===== src/hdl/axi_mem_pkg.sv =====
package axi_mem_pkg;

    // AXI bus widths.
    localparam int AXI_ADDR_W = 16;
    localparam int AXI_DATA_W = 64;
    localparam int AXI_STRB_W = AXI_DATA_W / 8;
    localparam int AXI_ID_W   = 4;
    localparam int AXI_LEN_W  = 8;
    localparam int AXI_SIZE_W = 3;

    // Memory of 8 KiB in 64-bit words.
    localparam int MEM_WORDS = 1024;
    localparam int MEM_IDX_W = 10;

    typedef enum logic [1:0] {
        BURST_FIXED = 2'b00,
        BURST_INCR  = 2'b01,
        BURST_WRAP  = 2'b10
    } burst_e;

    typedef enum logic [1:0] {
        RESP_OKAY   = 2'b00,
        RESP_DECERR = 2'b11
    } resp_e;

    typedef logic [AXI_ADDR_W-1:0] addr_t;
    typedef logic [AXI_DATA_W-1:0] data_t;
    typedef logic [AXI_STRB_W-1:0] strb_t;
    typedef logic [AXI_ID_W-1:0]   id_t;

endpackage


===== src/hdl/mem_bus_if.sv =====
`timescale 1ns/1ps

interface mem_bus_if import axi_mem_pkg::*; ();

    logic                 req;
    logic                 gnt;
    logic                 we;
    logic [MEM_IDX_W-1:0] idx;    // Index of a 64-bit word.
    data_t                wdata;
    strb_t                strb;
    logic                 rvalid; // Read data or write acknowledge.
    data_t                rdata;

    modport requester (
        output req,
        output we,
        output idx,
        output wdata,
        output strb,
        input  gnt,
        input  rvalid,
        input  rdata
    );

    modport memory (
        input  req,
        input  we,
        input  idx,
        input  wdata,
        input  strb,
        output gnt,
        output rvalid,
        output rdata
    );

endinterface


===== src/hdl/axi_burst_addr.sv =====
`timescale 1ns/1ps

module axi_burst_addr import axi_mem_pkg::*; (
    input  addr_t                 addr_i,
    input  logic [AXI_SIZE_W-1:0] size_i,
    input  logic [AXI_LEN_W-1:0]  len_i,
    input  burst_e                burst_i,
    output addr_t                 next_addr_o
);

    addr_t step;
    addr_t incr_addr;
    addr_t wrap_mask;

    always_comb begin
        step      = addr_t'(1) << size_i;
        // Beats after the first start from the size-aligned address.
        incr_addr = (addr_i & ~(step - addr_t'(1))) + step;

        case (len_i)
            8'd1: begin
                wrap_mask = (addr_t'(2) << size_i) - addr_t'(1);
            end
            8'd3: begin
                wrap_mask = (addr_t'(4) << size_i) - addr_t'(1);
            end
            8'd7: begin
                wrap_mask = (addr_t'(8) << size_i) - addr_t'(1);
            end
            8'd15: begin
                wrap_mask = (addr_t'(16) << size_i) - addr_t'(1);
            end
            default: begin
                wrap_mask = '1;    // An illegal wrap length behaves as INCR.
            end
        endcase

        case (burst_i)
            BURST_FIXED: begin
                next_addr_o = addr_i;
            end
            BURST_WRAP: begin
                next_addr_o = (addr_i & ~wrap_mask) | (incr_addr & wrap_mask);
            end
            default: begin
                next_addr_o = incr_addr;
            end
        endcase
    end

endmodule


===== src/hdl/axi_to_mem.sv =====
`timescale 1ns/1ps

module axi_to_mem import axi_mem_pkg::*; (
    input  logic                  clk_i,
    input  logic                  rst_n_i,
    input  id_t                   aw_id_i,
    input  addr_t                 aw_addr_i,
    input  logic [AXI_LEN_W-1:0]  aw_len_i,
    input  logic [AXI_SIZE_W-1:0] aw_size_i,
    input  burst_e                aw_burst_i,
    input  logic                  aw_valid_i,
    output logic                  aw_ready_o,
    input  data_t                 w_data_i,
    input  strb_t                 w_strb_i,
    input  logic                  w_last_i,
    input  logic                  w_valid_i,
    output logic                  w_ready_o,
    output id_t                   b_id_o,
    output resp_e                 b_resp_o,
    output logic                  b_valid_o,
    input  logic                  b_ready_i,
    input  id_t                   ar_id_i,
    input  addr_t                 ar_addr_i,
    input  logic [AXI_LEN_W-1:0]  ar_len_i,
    input  logic [AXI_SIZE_W-1:0] ar_size_i,
    input  burst_e                ar_burst_i,
    input  logic                  ar_valid_i,
    output logic                  ar_ready_o,
    output id_t                   r_id_o,
    output data_t                 r_data_o,
    output resp_e                 r_resp_o,
    output logic                  r_last_o,
    output logic                  r_valid_o,
    input  logic                  r_ready_i,
    mem_bus_if.requester          mem
);

    typedef enum logic [1:0] {ST_IDLE, ST_WRITE, ST_WRESP, ST_READ} state_e;

    state_e                state_q;
    logic                  rr_rd_q;      // Last burst served was a read.
    logic                  done_q;       // All beats of the burst issued.
    logic                  err_q;
    logic                  derr_q;       // Out-of-range beat issued last cycle.
    logic                  last_pend_q;
    id_t                   id_q;
    addr_t                 addr_q;
    addr_t                 next_addr;
    logic [AXI_LEN_W-1:0]  len_q;
    logic [AXI_LEN_W-1:0]  cnt_q;        // Beats left after the current one.
    logic [AXI_SIZE_W-1:0] size_q;
    burst_e                burst_q;

    data_t                 fifo_data_q [2];
    resp_e                 fifo_resp_q [2];
    logic                  fifo_last_q [2];
    logic                  wr_ptr_q;
    logic                  rd_ptr_q;
    logic [1:0]            fifo_cnt_q;

    logic                  wr_sel;
    logic                  aw_fire;
    logic                  ar_fire;
    logic                  w_fire;
    logic                  rd_issue;
    logic                  beat_fire;
    logic                  beat_last;
    logic                  oor;
    logic                  resp_arrive;
    logic                  r_push;
    logic                  r_pop;
    logic [1:0]            occ;

    assign wr_sel     = aw_valid_i && (!ar_valid_i || rr_rd_q);
    assign aw_ready_o = (state_q == ST_IDLE) && wr_sel;
    assign ar_ready_o = (state_q == ST_IDLE) && ar_valid_i && !wr_sel;
    assign aw_fire    = aw_valid_i && aw_ready_o;
    assign ar_fire    = ar_valid_i && ar_ready_o;

    assign oor         = addr_q >= addr_t'(MEM_WORDS * AXI_STRB_W);
    assign resp_arrive = mem.rvalid || derr_q;
    assign occ         = fifo_cnt_q + {1'b0, resp_arrive};  // Buffered plus in flight.
    assign r_pop       = r_valid_o && r_ready_i;
    assign r_push      = (state_q == ST_READ) && resp_arrive;

    assign w_ready_o = (state_q == ST_WRITE) && !done_q;
    assign w_fire    = w_valid_i && w_ready_o;
    assign rd_issue  = (state_q == ST_READ) && !done_q && ((occ < 2'd2) || r_pop);
    assign beat_fire = w_fire || rd_issue;
    assign beat_last = (cnt_q == '0) || (w_fire && w_last_i);

    assign mem.req   = beat_fire && !oor;
    assign mem.we    = (state_q == ST_WRITE);
    assign mem.idx   = MEM_IDX_W'(addr_q >> $clog2(AXI_STRB_W));
    assign mem.wdata = w_data_i;
    assign mem.strb  = w_strb_i;

    assign b_valid_o = (state_q == ST_WRESP);
    assign b_id_o    = id_q;
    assign b_resp_o  = err_q ? RESP_DECERR : RESP_OKAY;

    assign r_valid_o = (fifo_cnt_q != '0);
    assign r_id_o    = id_q;
    assign r_data_o  = fifo_data_q[rd_ptr_q];
    assign r_resp_o  = fifo_resp_q[rd_ptr_q];
    assign r_last_o  = fifo_last_q[rd_ptr_q];

    axi_burst_addr i_burst_addr (
        .addr_i      (addr_q),
        .size_i      (size_q),
        .len_i       (len_q),
        .burst_i     (burst_q),
        .next_addr_o (next_addr)
    );

    always_ff @(posedge clk_i) begin
        if (!rst_n_i) begin
            state_q     <= ST_IDLE;
            rr_rd_q     <= 1'b0;
            done_q      <= 1'b0;
            err_q       <= 1'b0;
            derr_q      <= 1'b0;
            last_pend_q <= 1'b0;
            wr_ptr_q    <= 1'b0;
            rd_ptr_q    <= 1'b0;
            fifo_cnt_q  <= '0;
        end else begin
            derr_q      <= beat_fire && oor;
            last_pend_q <= beat_fire && beat_last;
            fifo_cnt_q  <= fifo_cnt_q + 2'(r_push) - 2'(r_pop);
            if (r_push) begin
                wr_ptr_q <= !wr_ptr_q;
            end
            if (r_pop) begin
                rd_ptr_q <= !rd_ptr_q;
            end
            if (beat_fire && oor) begin
                err_q <= 1'b1;
            end
            if (beat_fire && beat_last) begin
                done_q <= 1'b1;
            end
            case (state_q)
                ST_IDLE: begin
                    done_q <= 1'b0;
                    err_q  <= 1'b0;
                    if (aw_fire) begin
                        state_q <= ST_WRITE;
                        rr_rd_q <= 1'b0;
                    end else if (ar_fire) begin
                        state_q <= ST_READ;
                        rr_rd_q <= 1'b1;
                    end
                end
                ST_WRITE: begin
                    if (last_pend_q && resp_arrive) begin
                        state_q <= ST_WRESP;  // Last beat acknowledged.
                    end
                end
                ST_WRESP: begin
                    if (b_ready_i) begin
                        state_q <= ST_IDLE;
                    end
                end
                ST_READ: begin
                    if (r_pop && r_last_o) begin
                        state_q <= ST_IDLE;
                    end
                end
                default: begin
                    state_q <= ST_IDLE;
                end
            endcase
        end
    end

    always_ff @(posedge clk_i) begin
        if (aw_fire) begin
            id_q    <= aw_id_i;
            addr_q  <= aw_addr_i;
            len_q   <= aw_len_i;
            cnt_q   <= aw_len_i;
            size_q  <= aw_size_i;
            burst_q <= aw_burst_i;
        end else if (ar_fire) begin
            id_q    <= ar_id_i;
            addr_q  <= ar_addr_i;
            len_q   <= ar_len_i;
            cnt_q   <= ar_len_i;
            size_q  <= ar_size_i;
            burst_q <= ar_burst_i;
        end else if (beat_fire) begin
            addr_q <= next_addr;
            cnt_q  <= cnt_q - 1'b1;
        end
        if (r_push) begin
            fifo_data_q[wr_ptr_q] <= derr_q ? '0 : mem.rdata;  // Decode error reads zero.
            fifo_resp_q[wr_ptr_q] <= derr_q ? RESP_DECERR : RESP_OKAY;
            fifo_last_q[wr_ptr_q] <= last_pend_q;
        end
    end

endmodule


===== src/flat_wrapper.sv =====
// flat-port wrapper written by rule: the top's interface ports become plain ports
module axi_to_mem_flat import axi_mem_pkg::*;
  (clk_i, rst_n_i, aw_id_i, aw_addr_i, aw_len_i, aw_size_i, aw_burst_i, aw_valid_i, aw_ready_o, w_data_i, w_strb_i, w_last_i, w_valid_i, w_ready_o, b_id_o, b_resp_o, b_valid_o, b_ready_i, ar_id_i, ar_addr_i, ar_len_i, ar_size_i, ar_burst_i, ar_valid_i, ar_ready_o, r_id_o, r_data_o, r_resp_o, r_last_o, r_valid_o, r_ready_i, mem_req, mem_we, mem_idx, mem_wdata, mem_strb, mem_gnt, mem_rvalid, mem_rdata);
  mem_bus_if mem_i ();
  input  logic clk_i;
  input  logic rst_n_i;
  input  id_t aw_id_i;
  input  addr_t aw_addr_i;
  input  logic [AXI_LEN_W-1:0] aw_len_i;
  input  logic [AXI_SIZE_W-1:0] aw_size_i;
  input  burst_e aw_burst_i;
  input  logic aw_valid_i;
  output logic aw_ready_o;
  input  data_t w_data_i;
  input  strb_t w_strb_i;
  input  logic w_last_i;
  input  logic w_valid_i;
  output logic w_ready_o;
  output id_t b_id_o;
  output resp_e b_resp_o;
  output logic b_valid_o;
  input  logic b_ready_i;
  input  id_t ar_id_i;
  input  addr_t ar_addr_i;
  input  logic [AXI_LEN_W-1:0] ar_len_i;
  input  logic [AXI_SIZE_W-1:0] ar_size_i;
  input  burst_e ar_burst_i;
  input  logic ar_valid_i;
  output logic ar_ready_o;
  output id_t r_id_o;
  output data_t r_data_o;
  output resp_e r_resp_o;
  output logic r_last_o;
  output logic r_valid_o;
  input  logic r_ready_i;
  output wire logic [$bits(mem_i.req)-1:0] mem_req;
  output wire logic [$bits(mem_i.we)-1:0] mem_we;
  output wire logic [$bits(mem_i.idx)-1:0] mem_idx;
  output wire logic [$bits(mem_i.wdata)-1:0] mem_wdata;
  output wire logic [$bits(mem_i.strb)-1:0] mem_strb;
  input wire logic [$bits(mem_i.gnt)-1:0] mem_gnt;
  input wire logic [$bits(mem_i.rvalid)-1:0] mem_rvalid;
  input wire logic [$bits(mem_i.rdata)-1:0] mem_rdata;
  assign mem_req = mem_i.req;
  assign mem_we = mem_i.we;
  assign mem_idx = mem_i.idx;
  assign mem_wdata = mem_i.wdata;
  assign mem_strb = mem_i.strb;
  assign mem_i.gnt = mem_gnt;
  assign mem_i.rvalid = mem_rvalid;
  assign mem_i.rdata = mem_rdata;
  axi_to_mem u_core (.clk_i(clk_i), .rst_n_i(rst_n_i), .aw_id_i(aw_id_i), .aw_addr_i(aw_addr_i), .aw_len_i(aw_len_i), .aw_size_i(aw_size_i), .aw_burst_i(aw_burst_i), .aw_valid_i(aw_valid_i), .aw_ready_o(aw_ready_o), .w_data_i(w_data_i), .w_strb_i(w_strb_i), .w_last_i(w_last_i), .w_valid_i(w_valid_i), .w_ready_o(w_ready_o), .b_id_o(b_id_o), .b_resp_o(b_resp_o), .b_valid_o(b_valid_o), .b_ready_i(b_ready_i), .ar_id_i(ar_id_i), .ar_addr_i(ar_addr_i), .ar_len_i(ar_len_i), .ar_size_i(ar_size_i), .ar_burst_i(ar_burst_i), .ar_valid_i(ar_valid_i), .ar_ready_o(ar_ready_o), .r_id_o(r_id_o), .r_data_o(r_data_o), .r_resp_o(r_resp_o), .r_last_o(r_last_o), .r_valid_o(r_valid_o), .r_ready_i(r_ready_i), .mem(mem_i));
endmodule

===== config.mk =====
export PLATFORM = sky130hd
export DESIGN_NAME = axi_to_mem_flat
export DESIGN_NICKNAME = d
export VERILOG_FILES = /design/src/hdl/axi_mem_pkg.sv /design/src/hdl/mem_bus_if.sv /design/src/hdl/axi_burst_addr.sv /design/src/hdl/axi_to_mem.sv /design/src/flat_wrapper.sv
export SDC_FILE = /design/constraint.sdc
export NUM_CORES = 1
export LEC_CHECK = 0
export BUFFER_PORTS_ARGS = -buffer_cell sky130_fd_sc_hd__buf_4
export CORE_MARGIN = 5
export CORE_UTILIZATION = 30
export DETAILED_ROUTE_END_ITERATION = 7
export SLEW_MARGIN = 15
export SYNTH_ARGS = -nofsm -noshare
export SYNTH_HDL_FRONTEND = slang
export SYNTH_SLANG_ARGS = --single-unit

===== constraint.sdc =====
create_clock -name clk_i -period 5.2 [get_ports clk_i]
set_input_delay 0.52 -clock clk_i [delete_from_list [all_inputs] [get_ports clk_i]]
set_output_delay 0.52 -clock clk_i [all_outputs]
set_load 0.05 [all_outputs]

==> results.json <==
{
  "cp-start-kind": "register",
  "syn_area_sq_mm": 0.00986,
  "grt.overflow.total": 0,
  "dieArea_sq_mm": 0.0366,
  "clkLatencyLatePin_ns": 0.43,
  "drive_gt1_share_pct": 36.7,
  "holdBufCountCts": 0,
  "dieWidth_um": 191,
  "slew-limit-headroom_pct": 37.4,
  "multi_input_area_sq_mm": 0.00355,
  "clock-root-buffer": "clkbuf_16",
  "io_buffers": 232,
  "antenna_left": 0,
  "max_freq_ghz": 0.268,
  "drv_cap": 0,
  "grt_max_degree": 69,
  "rows": 66,
  "rsz0062_at_grt": "false",
  "final-hold-violation-count": 0,
  "worstPathMaxFanout": 27,
  "num_vias": 6850,
  "leakagePower_nw": 4.59,
  "mostFrequentLayoutCells": "buf_4, edfxtp_1, nor2b_1",
  "drv_slew": 0,
  "grt_first_pass_wirelength_mm": 38.6,
  "pin_count": 378,
  "clkSlewWorstSetupHoldPaths_ns": 0.08,
  "antenna_found_initial": 0,
  "die_h_um": 191,
  "total_power_w": 0.00518,
  "grt_most_used_layer": "met2",
  "use_met1_pct": 16.6,
  "cts_buffers": 17,
  "use_met2_pct": 22.4,
  "yosysTopAreaCell": "edfxtp_1",
  "yosys.area.top_type_share_pct": 52.7,
  "synth_cells": 850,
  "hold_path_class": "in -> reg",
  "cts_buffer_depth": 2,
  "diodes": 0,
  "layout.filler_cells": 3289,
  "tightest_slew_ns": 0.939,
  "ys_seq_area_share_pct": 55.1,
  "yosysWarnings": 0,
  "worstSetupEndpointType": "register",
  "status": "finished clean",
  "fin_util_pct": 37.0,
  "synth_nets": 1070,
  "finalSetupViolations": 0,
  "pwr_density_cell_mw_per_mm2": 431,
  "final.period_utilization_pct": 71.9,
  "first_global_vias": 6956,
  "gp_congestion": 0.888,
  "syn_avg_cell_area_sq_um": 11.6,
  "final.min_clock_period_ns": 3.74,
  "via_per_inst": 4.77,
  "synth_edf_count": 173,
  "drt_iter0_markers": 436,
  "drt_pass1_iterations": 5,
  "cts_tree": "done",
  "fin_nets": 1202,
  "final-seq-area_sq_mm": 0.00544,
  "finClkSkew_ns": 0.0111,
  "regToRegSetupSlack_ns": 1.46,
  "ir_drop_v": 0.000213,
  "synth_cell_types": 74,
  "htree_num_levels": 4,
  "area_growth_pct": 21.9,
  "cts.sinks": 185,
  "yosys-top-cells-area": "edfxtp_1, mux2_2, buf_4, nor2b_1, nand2_1",
  "synth-seq-cells": 185,
  "ys_async_sr_fraction_pct": 0,
  "critPathRequiredTime_ns": 5.39,
  "grt_use_total_pct": 13.4,
  "synth_ff_type": "edfxtp_1",
  "drc": 0,
  "met3_usage_pct": 4.88,
  "final_common_cell": "buf_4",
  "dpl.hpwl_mm": 17.8,
  "fin_setup_tns_ns": 0,
  "cp.arrival_ns": 3.93,
  "whs_ns": 0.346,
  "cts_resized": 0,
  "core_area_sq_mm": 0.0325,
  "critPathKind": "reg -> reg",
  "initial_utilization_pct": 30.3,
  "wl_per_cell_um": 17.6,
  "totalWireLength_mm": 25.3,
  "cts_setup_buffers": 0
}
stage by stage:
step	instance area (sq um)	setup WS, ns	std cells
floorplan	9860	1.13	850
global placement	11400	1.55	1405
detailed placement	11400	1.51	1405
CTS	12000	1.49	1437
global route	12000	1.24	1437
finish	12000	1.46	1437
cells in the mapped netlist, types with 2 or more instances:
| master | number |
|---|---|
| nor3_1 | 14 |
| a22oi_1 | 9 |
| a41oi_1 | 2 |
| buf_1 | 2 |
| nand3_1 | 12 |
| a221o_1 | 6 |
| o31ai_1 | 10 |
| mux2_2 | 66 |
| dfxtp_1 | 12 |
| o21ai_0 | 40 |
| nand4_1 | 3 |
| and2_1 | 11 |
| xnor2_1 | 11 |
| o211ai_1 | 3 |
| a21o_1 | 3 |
| inv_1 | 14 |
| ha_1 | 8 |
| nand2b_1 | 13 |
| nor3_2 | 2 |
| nand3b_1 | 2 |
| o21ai_1 | 5 |
| buf_4 | 91 |
| a21oi_1 | 22 |
| buf_2 | 6 |
| a21boi_0 | 4 |
| xor2_1 | 16 |
| or2_2 | 4 |
| or3_1 | 2 |
| a31oi_1 | 3 |
| o211a_1 | 3 |
| nor4_1 | 2 |
| and3_1 | 5 |
| nand2_1 | 77 |
| clkbuf_1 | 31 |
| nor2_1 | 38 |
| o2111ai_1 | 4 |
| edfxtp_1 | 173 |
| o221a_2 | 2 |
| nor2b_1 | 83 |
| o32ai_1 | 2 |
final timing paths:
check                                             end  cells past startpoint          startpoint
worst min register to register  u_core.fifo_last_q[0]                      0  u_core.last_pend_q
worst max-delay path                         register                     10    u_core.size_q[1]
worst max register to register               register                     10    u_core.size_q[1]
worst min-delay path                 u_core.size_q[0]                      3        aw_size_i[0]
cell families after synthesis:
family	after synthesis	share of synthesized area, %
XOR/XNOR	27	2.40
AO/OA/AOI/OAI	137	9.60
AND/OR/NAND/NOR	279	15.0
buffers and inverters	146	9.09
multiplexers	68	7.79
flip-flops	185	55.1
adder cells (fa/ha/maj)	8	1.01
report_power, final:
group | internal, W | total, W | switching [W]
Clock | 0.000653 | 0.00131 | 0.000659
Sequential | 0.00181 | 0.00196 | 0.000144
Combinational | 0.000688 | 0.00191 | 0.00122
layer usage:
metal  wire [um]  vias up
met5           0        -
met4         315        0
met3        2450       25
met2       12100      276
met1       10400     3302
li1            -     3247
registers in the layout, summed over array words and instances (netlist names), 2 cells and up, named ones only:
register            count
u_core.b_id_o           4
u_core.burst_q          2
u_core.cnt_q            8
u_core.fifo_cnt_q       2
u_core.fifo_data_q    128
u_core.fifo_last_q      2
u_core.fifo_resp_q      2
u_core.len_q            8
u_core.size_q           3
u_core.state_q          2
area by class of cell:
class | count | area share, %
timing repair buffer | 243 | 15.2
multi-input combinational | 519 | 29.5
inverter | 16 | 0.500
tap | 442 | 4.60
clock buffer | 18 | 3.57
clock inverter | 14 | 1.39
sequential | 185 | 45.2
worst max-delay path, cell delays in order, from the launching register on:
cell,delay [ns]
edfxtp_1,0.72
nor2_1,0.47
nand2_1,0.11
ha_1,0.40
or2_2,0.36
o32ai_1,0.13
o221ai_1,0.27
nor3_2,0.40
o21ai_1,0.14
xor2_1,0.18
a221o_1,0.31
Note: power is estimated with default switching activity, not from simulation.
